### src/verilog/rob_pkg.sv
package rob_pkg;

    localparam int xlen  = 32;
    localparam int op_w  = 3;
    localparam int exc_w = 3;
    localparam int rd_w  = 5;

    // register forms
    localparam logic [op_w-1:0] op_add     = 3'd0;
    localparam logic [op_w-1:0] op_sub     = 3'd1;
    localparam logic [op_w-1:0] op_and     = 3'd2;
    localparam logic [op_w-1:0] op_xor     = 3'd3;
    // immediate forms
    localparam logic [op_w-1:0] op_addi    = 3'd4;
    localparam logic [op_w-1:0] op_load    = 3'd5;
    localparam logic [op_w-1:0] op_illegal = 3'd7;

    localparam logic [exc_w-1:0] exc_none    = 3'd0;
    localparam logic [exc_w-1:0] exc_access  = 3'd1;
    localparam logic [exc_w-1:0] exc_illegal = 3'd2;

    // opcode and rd share the same bits in both views
    typedef union packed {
        struct packed {
            logic [op_w-1:0] opcode;
            logic [rd_w-1:0] rd;
            logic            rs_sel;
            logic [22:0]     unused;
        } r_form;
        struct packed {
            logic [op_w-1:0] opcode;
            logic [rd_w-1:0] rd;
            logic [23:0]     imm;
        } i_form;
    } insn_u;

endpackage
### src/verilog/dispatch_unit.sv
`timescale 1ns/10ps

module dispatch_unit
    import rob_pkg::*;
#(
    parameter int ROB_SIZE = 10,
    localparam int tag_w = $clog2(ROB_SIZE)
) (
    input  logic             clk,
    input  logic             reset,
    input  logic             insn_valid,
    input  insn_u            insn,
    input  logic [xlen-1:0]  op_a,
    input  logic [xlen-1:0]  op_b,
    input  logic             rob_full,
    input  logic [tag_w-1:0] alloc_idx,
    output logic             alloc,
    output logic [xlen-1:0]  alloc_pc,
    output logic [xlen-1:0]  alloc_miss_addr,
    output logic [rd_w-1:0]  alloc_rd,
    output logic             issue_valid,
    output logic [tag_w-1:0] issue_tag,
    output logic [op_w-1:0]  issue_op,
    output logic [xlen-1:0]  issue_a,
    output logic [xlen-1:0]  issue_b
);

    logic            accept;
    logic [op_w-1:0] opcode;
    logic [xlen-1:0] imm_ext;
    logic [xlen-1:0] seq_pc;

    assign accept  = insn_valid && !rob_full;
    assign opcode  = insn.r_form.opcode;
    assign imm_ext = {{(xlen-24){insn.i_form.imm[23]}}, insn.i_form.imm};

    assign alloc       = accept;
    assign issue_valid = accept;
    assign issue_tag   = alloc_idx;
    assign issue_op    = opcode;
    assign alloc_pc    = seq_pc;
    assign alloc_rd    = insn.r_form.rd;

    always_comb begin
        issue_a         = op_a;
        issue_b         = '0;
        alloc_miss_addr = '0;
        case (opcode)
            op_addi: begin
                issue_b = imm_ext;
            end
            op_load: begin
                issue_b         = imm_ext;
                alloc_miss_addr = op_a + imm_ext;
            end
            op_illegal: begin
                issue_a = '0;
            end
            default: begin
                // register form, second source is optional
                issue_b = insn.r_form.rs_sel ? op_b : '0;
            end
        endcase
    end

    always_ff @(posedge clk) begin
        if (reset) begin
            seq_pc <= '0;
        end else if (accept) begin
            seq_pc <= seq_pc + 1'b1;
        end
    end

endmodule

### src/verilog/exec_unit.sv
`timescale 1ns/10ps

module exec_unit
    import rob_pkg::*;
#(
    parameter int ROB_SIZE = 10,
    localparam int tag_w = $clog2(ROB_SIZE)
) (
    input  logic              clk,
    input  logic              reset,
    input  logic              issue_valid,
    input  logic [tag_w-1:0]  issue_tag,
    input  logic [op_w-1:0]   issue_op,
    input  logic [xlen-1:0]   issue_a,
    input  logic [xlen-1:0]   issue_b,
    output logic              complete,
    output logic [tag_w-1:0]  complete_idx,
    output logic [xlen-1:0]   complete_value,
    output logic [exc_w-1:0]  complete_exc
);

    localparam int cnt_w    = 3;
    localparam int lat_fast = 1;
    localparam int lat_load = 6;

    logic [ROB_SIZE-1:0] busy;
    logic [cnt_w-1:0]    cnt [ROB_SIZE];
    logic [xlen-1:0]     val [ROB_SIZE];
    logic [exc_w-1:0]    exc [ROB_SIZE];

    logic [xlen-1:0]  load_addr;
    logic [xlen-1:0]  issue_val;
    logic [exc_w-1:0] issue_exc;
    logic [cnt_w-1:0] issue_cnt;

    // result is fixed at issue, the slot only delays it
    always_comb begin
        load_addr = issue_a + issue_b;
        issue_val = '0;
        issue_exc = exc_none;
        issue_cnt = cnt_w'(lat_fast - 1);
        case (issue_op)
            op_add:  issue_val = issue_a + issue_b;
            op_sub:  issue_val = issue_a - issue_b;
            op_and:  issue_val = issue_a & issue_b;
            op_xor:  issue_val = issue_a ^ issue_b;
            op_addi: issue_val = issue_a + issue_b;
            op_load: begin
                issue_cnt = cnt_w'(lat_load - 1);
                // top region faults
                if (load_addr[xlen-1 -: 4] == 4'hf) begin
                    issue_exc = exc_access;
                end else begin
                    issue_val = ~load_addr;
                end
            end
            default: issue_exc = exc_illegal;
        endcase
    end

    // lowest due slot wins
    always_comb begin
        complete     = 1'b0;
        complete_idx = '0;
        for (int i = ROB_SIZE - 1; i >= 0; i--) begin
            if (busy[i] && cnt[i] == '0) begin
                complete     = 1'b1;
                complete_idx = tag_w'(i);
            end
        end
    end

    assign complete_value = val[complete_idx];
    assign complete_exc   = exc[complete_idx];

    always_ff @(posedge clk) begin
        if (reset) begin
            busy <= '0;
        end else begin
            for (int i = 0; i < ROB_SIZE; i++) begin
                if (busy[i] && cnt[i] != '0) begin
                    cnt[i] <= cnt[i] - 1'b1;
                end
            end
            if (complete) begin
                busy[complete_idx] <= 1'b0;
            end
            if (issue_valid) begin
                busy[issue_tag] <= 1'b1;
                cnt[issue_tag]  <= issue_cnt;
                val[issue_tag]  <= issue_val;
                exc[issue_tag]  <= issue_exc;
            end
        end
    end

endmodule

### src/verilog/ooo_core_top.sv
`timescale 1ns/10ps

module ooo_core_top
    import rob_pkg::*;
#(
    parameter int ROB_SIZE = 10,
    localparam int tag_w = $clog2(ROB_SIZE)
) (
    input  logic              clk,
    input  logic              reset,
    input  logic              insn_valid,
    input  insn_u             insn,
    input  logic [xlen-1:0]   op_a,
    input  logic [xlen-1:0]   op_b,
    input  logic [rd_w-1:0]   rf_addr,
    output logic              rob_full,
    output logic              retire_valid,
    output logic [xlen-1:0]   retire_pc,
    output logic [rd_w-1:0]   retire_rd,
    output logic [xlen-1:0]   retire_value,
    output logic [exc_w-1:0]  retire_exc,
    output logic              trap,
    output logic [xlen-1:0]   trap_pc,
    output logic [xlen-1:0]   trap_miss_addr,
    output logic [xlen-1:0]   retired_count,
    output logic [xlen-1:0]   rf_data
);

    logic             alloc;
    logic [xlen-1:0]  alloc_pc;
    logic [xlen-1:0]  alloc_miss_addr;
    logic [rd_w-1:0]  alloc_rd;
    logic [tag_w-1:0] alloc_idx;

    logic             issue_valid;
    logic [tag_w-1:0] issue_tag;
    logic [op_w-1:0]  issue_op;
    logic [xlen-1:0]  issue_a;
    logic [xlen-1:0]  issue_b;

    logic             complete;
    logic [tag_w-1:0] complete_idx;
    logic [xlen-1:0]  complete_value;
    logic [exc_w-1:0] complete_exc;

    logic             commit;
    logic [xlen-1:0]  commit_pc;
    logic [xlen-1:0]  commit_value;
    logic [xlen-1:0]  commit_miss_addr;
    logic [rd_w-1:0]  commit_rd;
    logic [exc_w-1:0] commit_exc;

    dispatch_unit #(.ROB_SIZE(ROB_SIZE)) u_dispatch (
        .clk             (clk),
        .reset           (reset),
        .insn_valid      (insn_valid),
        .insn            (insn),
        .op_a            (op_a),
        .op_b            (op_b),
        .rob_full        (rob_full),
        .alloc_idx       (alloc_idx),
        .alloc           (alloc),
        .alloc_pc        (alloc_pc),
        .alloc_miss_addr (alloc_miss_addr),
        .alloc_rd        (alloc_rd),
        .issue_valid     (issue_valid),
        .issue_tag       (issue_tag),
        .issue_op        (issue_op),
        .issue_a         (issue_a),
        .issue_b         (issue_b)
    );

    exec_unit #(.ROB_SIZE(ROB_SIZE)) u_exec (
        .clk            (clk),
        .reset          (reset),
        .issue_valid    (issue_valid),
        .issue_tag      (issue_tag),
        .issue_op       (issue_op),
        .issue_a        (issue_a),
        .issue_b        (issue_b),
        .complete       (complete),
        .complete_idx   (complete_idx),
        .complete_value (complete_value),
        .complete_exc   (complete_exc)
    );

    reorder_buffer #(.ROB_SIZE(ROB_SIZE)) u_rob (
        .clk              (clk),
        .reset            (reset),
        .alloc            (alloc),
        .alloc_pc         (alloc_pc),
        .alloc_miss_addr  (alloc_miss_addr),
        .alloc_rd         (alloc_rd),
        .complete         (complete),
        .complete_idx     (complete_idx),
        .complete_value   (complete_value),
        .complete_exc     (complete_exc),
        .rob_full         (rob_full),
        .alloc_idx        (alloc_idx),
        .commit           (commit),
        .commit_pc        (commit_pc),
        .commit_value     (commit_value),
        .commit_miss_addr (commit_miss_addr),
        .commit_rd        (commit_rd),
        .commit_exc       (commit_exc)
    );

    retire_unit u_retire (
        .clk              (clk),
        .reset            (reset),
        .commit           (commit),
        .commit_pc        (commit_pc),
        .commit_value     (commit_value),
        .commit_miss_addr (commit_miss_addr),
        .commit_rd        (commit_rd),
        .commit_exc       (commit_exc),
        .rf_addr          (rf_addr),
        .retire_valid     (retire_valid),
        .retire_pc        (retire_pc),
        .retire_rd        (retire_rd),
        .retire_value     (retire_value),
        .retire_exc       (retire_exc),
        .trap             (trap),
        .trap_pc          (trap_pc),
        .trap_miss_addr   (trap_miss_addr),
        .retired_count    (retired_count),
        .rf_data          (rf_data)
    );

endmodule

### src/verilog/reorder_buffer.sv
`timescale 1ns/10ps

module reorder_buffer
    import rob_pkg::*;
#(
    parameter int ROB_SIZE = 10,
    localparam int tag_w = $clog2(ROB_SIZE)
) (
    input  logic              clk,
    input  logic              reset,
    input  logic              alloc,
    input  logic [xlen-1:0]   alloc_pc,
    input  logic [xlen-1:0]   alloc_miss_addr,
    input  logic [rd_w-1:0]   alloc_rd,
    input  logic              complete,
    input  logic [tag_w-1:0]  complete_idx,
    input  logic [xlen-1:0]   complete_value,
    input  logic [exc_w-1:0]  complete_exc,
    output logic              rob_full,
    output logic [tag_w-1:0]  alloc_idx,
    output logic              commit,
    output logic [xlen-1:0]   commit_pc,
    output logic [xlen-1:0]   commit_value,
    output logic [xlen-1:0]   commit_miss_addr,
    output logic [rd_w-1:0]   commit_rd,
    output logic [exc_w-1:0]  commit_exc
);

    localparam int count_w = $clog2(ROB_SIZE + 1);

    logic [tag_w-1:0]   head;
    logic [tag_w-1:0]   tail;
    logic [count_w-1:0] count;

    logic [ROB_SIZE-1:0] entry_valid;
    logic [ROB_SIZE-1:0] entry_done;
    logic [xlen-1:0]     entry_pc    [ROB_SIZE];
    logic [xlen-1:0]     entry_miss  [ROB_SIZE];
    logic [xlen-1:0]     entry_value [ROB_SIZE];
    logic [rd_w-1:0]     entry_rd    [ROB_SIZE];
    logic [exc_w-1:0]    entry_exc   [ROB_SIZE];

    logic commit_go;

    assign rob_full  = (count == count_w'(ROB_SIZE));
    assign alloc_idx = tail;
    assign commit_go = entry_valid[head] && entry_done[head];

    function automatic logic [tag_w-1:0] wrap_inc(input logic [tag_w-1:0] ptr);
        wrap_inc = (ptr == tag_w'(ROB_SIZE - 1)) ? '0 : ptr + 1'b1;
    endfunction

    always_ff @(posedge clk) begin
        if (reset) begin
            head        <= '0;
            tail        <= '0;
            count       <= '0;
            commit      <= 1'b0;
            entry_valid <= '0;
            entry_done  <= '0;
        end else begin
            // full check lives in dispatch
            if (alloc) begin
                entry_valid[tail] <= 1'b1;
                entry_done[tail]  <= 1'b0;
                entry_exc[tail]   <= exc_none;
                entry_pc[tail]    <= alloc_pc;
                entry_miss[tail]  <= alloc_miss_addr;
                entry_rd[tail]    <= alloc_rd;
                tail              <= wrap_inc(tail);
            end

            if (complete) begin
                entry_done[complete_idx]  <= 1'b1;
                entry_value[complete_idx] <= complete_value;
                entry_exc[complete_idx]   <= complete_exc;
            end

            commit <= commit_go;
            if (commit_go) begin
                commit_pc         <= entry_pc[head];
                commit_value      <= entry_value[head];
                commit_miss_addr  <= entry_miss[head];
                commit_rd         <= entry_rd[head];
                commit_exc        <= entry_exc[head];
                entry_valid[head] <= 1'b0;
                head              <= wrap_inc(head);
            end

            case ({alloc, commit_go})
                2'b10:   count <= count + 1'b1;
                2'b01:   count <= count - 1'b1;
                default: count <= count;
            endcase
        end
    end

endmodule

### src/verilog/retire_unit.sv
`timescale 1ns/10ps

module retire_unit
    import rob_pkg::*;
(
    input  logic              clk,
    input  logic              reset,
    input  logic              commit,
    input  logic [xlen-1:0]   commit_pc,
    input  logic [xlen-1:0]   commit_value,
    input  logic [xlen-1:0]   commit_miss_addr,
    input  logic [rd_w-1:0]   commit_rd,
    input  logic [exc_w-1:0]  commit_exc,
    input  logic [rd_w-1:0]   rf_addr,
    output logic              retire_valid,
    output logic [xlen-1:0]   retire_pc,
    output logic [rd_w-1:0]   retire_rd,
    output logic [xlen-1:0]   retire_value,
    output logic [exc_w-1:0]  retire_exc,
    output logic              trap,
    output logic [xlen-1:0]   trap_pc,
    output logic [xlen-1:0]   trap_miss_addr,
    output logic [xlen-1:0]   retired_count,
    output logic [xlen-1:0]   rf_data
);

    logic [xlen-1:0] regs [32];

    assign rf_data = (rf_addr == '0) ? '0 : regs[rf_addr];

    always_ff @(posedge clk) begin
        if (!trap && commit && commit_exc == exc_none && commit_rd != '0) begin
            regs[commit_rd] <= commit_value;
        end
    end

    always_ff @(posedge clk) begin
        if (reset) begin
            retire_valid   <= 1'b0;
            trap           <= 1'b0;
            trap_pc        <= '0;
            trap_miss_addr <= '0;
            retired_count  <= '0;
        end else begin
            retire_valid <= commit;
            if (commit) begin
                retired_count <= retired_count + 1'b1;
                // first exception only, later ones are just reported
                if (!trap && commit_exc != exc_none) begin
                    trap           <= 1'b1;
                    trap_pc        <= commit_pc;
                    trap_miss_addr <= commit_miss_addr;
                end
            end
        end
    end

    always_ff @(posedge clk) begin
        if (commit) begin
            retire_pc    <= commit_pc;
            retire_rd    <= commit_rd;
            retire_value <= commit_value;
            retire_exc   <= commit_exc;
        end
    end

endmodule

### config.mk
export PLATFORM = sky130hd
export DESIGN_NAME = ooo_core_top
export DESIGN_NICKNAME = d
export VERILOG_FILES = /design/src/verilog/rob_pkg.sv /design/src/verilog/dispatch_unit.sv /design/src/verilog/exec_unit.sv /design/src/verilog/ooo_core_top.sv /design/src/verilog/reorder_buffer.sv /design/src/verilog/retire_unit.sv
export SDC_FILE = /design/constraint.sdc
export NUM_CORES = 2
export LEC_CHECK = 0
export BUFFER_PORTS_ARGS = -buffer_cell sky130_fd_sc_hd__buf_4
export CORE_UTILIZATION = 25
export DETAILED_ROUTE_END_ITERATION = 7
export SLEW_MARGIN = 5
export SYNTH_ARGS = -nofsm -noshare
export SYNTH_HDL_FRONTEND = slang
export SYNTH_SLANG_ARGS = --single-unit
### constraint.sdc
create_clock -name clk -period 17.7 [get_ports clk]
set_input_delay 0.885 -clock clk [delete_from_list [all_inputs] [get_ports clk]]
set_output_delay 0.885 -clock clk [all_outputs]
set_load 0.02 [all_outputs]
==> impl_summary.log <==
INFO  metric outcome = completed
INFO  metric floorplan.die_area = about 450000 um2
INFO  metric detail_route.iter0.violations = 5820
INFO  metric finalSetupTns = 0 ps
INFO  metric whs_path_depth = 1
INFO  metric p_comb_frac = 0.060
INFO  metric synth_area = between 100000 and 150000 um2
INFO  metric final_min_period_over_clock_period = 0.381
INFO  metric worstSkewPairLatency = 880 ps
INFO  metric wl = 300 mm
INFO  metric regToRegStartpoint = u_rob.head[1]$_SDFFE_PP0P_
INFO  metric clock.fmax = 148 MHz
INFO  metric globalRouteTotalUtil = 0.129
INFO  metric max_slew.worst_pin.slew = 1290 ps
INFO  metric final.setup_skew = approximately 56 ps
INFO  metric port_buffers = approximately 310
INFO  metric std_cell_rows = around 250
INFO  metric worstPathRequired = 18210 ps
INFO  metric routed-via-count = 60500
INFO  metric synth_ff_type = edfxtp_1
INFO  metric cts_tree = done
INFO  metric power_per_cell_area = 106 nW/um2
INFO  metric area.sequential = 81400 um2
INFO  metric die_h = 671 um
INFO  metric netlist.top_cell.by_area = edfxtp_1
INFO  metric synth_enable_flop_cells = roughly 2600
INFO  metric synthesized_netlist_cell_count = approximately 6300
INFO  metric avgSynthCellArea = 17.8 um2
INFO  metric timing.final.crit_period = 6750 ps
INFO  metric detailed_router_iteration_count_before_antenna_repair = 5
INFO  metric drc = 0
INFO  metric drive_gt1_frac = 0.227
INFO  metric cts-root-to-sink-buffers = 4
INFO  metric syn2layout_area_growth = 17.0%
INFO  metric hold_class = input pin to register
INFO  metric number_of_global_route_vias_before_repair = between 60000 and 70000
INFO  metric pin_count = 307
INFO  metric timing.final.setup_violations = 0
INFO  metric clk_pin_slew = 60 ps
INFO  metric synth_sequential_area_ratio = 0.728
INFO  metric total_cts_buffers = 286
INFO  metric layout.filler_cells = 43600
INFO  metric grt_start_max_net_pins = 144
INFO  metric swShare = 0.219
INFO  metric critical_path_fanout_max = 37
INFO  metric power.switching = 0.00304 W
INFO  metric timing.slew.headroom = 0.136
INFO  metric ys.warnings.count = 0
INFO  metric core_region_area = 445000 um2
INFO  metric ir_drop = 0.0773 mV
INFO  metric path_class = input pin to register
INFO  metric regToRegEndpoint = u_rob.commit_value[11]$_DFFE_PP_
INFO  metric hold_path_startpoint = insn[28]
INFO  metric route.antenna.remaining_nets = 0
INFO  metric yosys_register_bits = 2771
INFO  metric cts_resized = 0
INFO  metric synth.top_cells.by_area = edfxtp_1, mux4_2, dfxtp_1
INFO  metric grt_pass1_wl = 432 mm
INFO  metric intPower = 0.0109 W
INFO  metric synth-async-reset-ratio = 0
INFO  metric timing.final.max_slew_violations = 0
INFO  metric vias_per_cell = 4.70
INFO  metric hold_buf_count_cts = 0
INFO  metric globalRouteOverflowTotal = 0
INFO  metric synthDistinctLibCells = 106
INFO  metric multi_input_comb_area = 29300 um2
INFO  metric final_hold_viol_count = 0
INFO  metric share_clk_of_total_power = 0.420
INFO  metric dpl.hpwl = 174 mm
INFO  metric critical_path.endpoint_type = register
INFO  metric max_cap_violations = 0
INFO  metric initial_utilization = 0.251
INFO  metric stdcell_area = 131000 um2
INFO  metric r2r_slack = 12220 ps
INFO  metric timing.critical_path.arrival = roughly 7300 ps
INFO  metric grt_antenna_before_repair = 12
INFO  metric worstRegToRegCells = 8
INFO  metric reported_leakage_power = roughly 42 nW
INFO  metric synth_top_area_frac = 0.695
INFO  metric startpoint = insn[30]
INFO  metric post_dp_cell_area = 122000 um2
INFO  metric place.gp.congestion = 0.877
INFO  metric hold_path_end = u_rob.entry_rd[7][4]$_DFFE_PP_
INFO  metric cts_post_setup_buffers_inserted = 0
INFO  metric clock_sinks = 2771
INFO  metric rsz_0062_raised_after_global_routing = false
INFO  metric floorplan.die.width = 671 um
INFO  metric synthMostInstantiatedCell = edfxtp_1
INFO  metric clockRootBuffer = clkbuf_16
INFO  metric cp-start-kind = input pin
INFO  metric share_seq_of_total_power = 0.519
INFO  metric nNetsFinal = 6946
INFO  metric cts.htree.levels = 5
INFO  metric route.detailed.wl_per_inst = 23.3 um
INFO  metric netlist_top_cells_count = edfxtp_1, mux4_2, nand2_1
-- per-layer routing --
metal	wire length, um	global-route usage	share of wire
met1	132000	0.179	0.44
met2	143000	0.212	0.48
met3	18100	0.0193	0.060
met4	6680	0.0297	0.022
met5	0	0	0
-- worst max path at each step --
stage	cells past startpoint	slack [ps]	to
2_1_floorplan	6	10590	u_exec.cnt[8][0]$_DFFE_PP_
3_3_place_gp	19	10260	u_exec.val[2][20]$_DFFE_PP_
3_5_place_dp	19	10190	u_exec.val[6][20]$_DFFE_PP_
4_1_cts	19	11090	u_exec.val[4][20]$_DFFE_PP_
5_1_grt	19	10660	u_exec.val[6][20]$_DFFE_PP_
6_report	19	10950	u_exec.val[6][20]$_DFFE_PP_
-- metrics by stage --
step            util  cells  setup WS (ps)  total power [W]  hold slack, ps
2_1_floorplan      -   6319          10590          0.00789             422
3_3_place_gp   0.274  12400          10260          0.00819             432
6_report       0.294  12900          10950           0.0139             305
3_5_place_dp   0.274  12400          10190          0.00821             438
5_1_grt        0.294  12900          10660           0.0143             261
4_1_cts        0.294  12900          11090           0.0141             234
-- worst max-delay path: stages --
cell and delay (ps):
buf_4 460, clkinv_1 530, buf_4 390, nand2_1 350, nand2_1 110, o21ai_0 330, ha_1 430, a21o_1 250
a31o_2 260, a2111o_1 390, a31oi_1 260, o31a_2 280, o21ai_4 100, a21oi_2 250, o211ai_2 170, nor4_4 420
nand3_1 520, a2111oi_0 570, nor2_1 240
-- state kept, by name, summed over array words and instances (netlist names), 20 cells and up --
name / count
u_rob.commit_value: 32
u_rob.entry_rd: 50
u_dispatch.alloc_pc: 32
u_exec.exc: 20
u_rob.entry_value: 320
u_retire.trap_miss_addr: 32
u_rob.entry_miss: 320
u_retire.regs: 1024
u_exec.val: 320
u_retire.retired_count: 32
u_retire.trap_pc: 32
u_rob.entry_exc: 20
u_rob.entry_pc: 320
u_rob.commit_pc: 32
u_rob.commit_miss_addr: 32
u_retire.retire_value: 32
u_retire.retire_pc: 32
u_exec.cnt: 30
-- placed cells by master, fill, tap and decap left out, types with 124 or more instances in the layout --
cell	netlist	final
mux4_2	595	595
a211oi_1	124	124
dfxtp_1	183	179
nor2_1	316	272
nor2b_1	132	129
buf_4	3	438
nand2_1	526	525
edfxtp_1	2588	2588
a21oi_1	185	184
clkbuf_16	0	289
-- cell type report --
type | instances | share of cell area
Clock buffer | 355 | 0.0578
Inverter | 115 | 0.00338
Clock inverter | 140 | 0.0107
Timing Repair Buffer | 443 | 0.0258
Tap cell | 5928 | 0.0567
Multi-Input combinational cell | 3109 | 0.224
Antenna cell | 3 | 0.0000574
Sequential cell | 2771 | 0.622
-- power groups by stage --
stage	sequential (W)	clock (W)	combinational (W)
after floorplan	0.00736	0	0.000535
after CTS	0.00722	0.00599	0.000846
after global placement	0.00736	0	0.000830
after global routing	0.00722	0.00622	0.000906
final	0.00722	0.00585	0.000842
after detailed placement	0.00736	0	0.000843
-- cells by family (layout without fill, tap and decap cells) --
family,Yosys count,in the layout,share of synthesized area
DFF,2771,2771,0.728
and+or+nand+nor,1297,1297,0.0540
AOI/OAI and AO/OA,821,821,0.0490
muxes,696,696,0.129
buffers and inverters,439,1053,0.0153
xor gates and xnor gates,140,140,0.0113
adders and majority gates,122,122,0.0138
other,1,36,0.0000335
No activity file was read; power rests on OpenSTA's default activity.
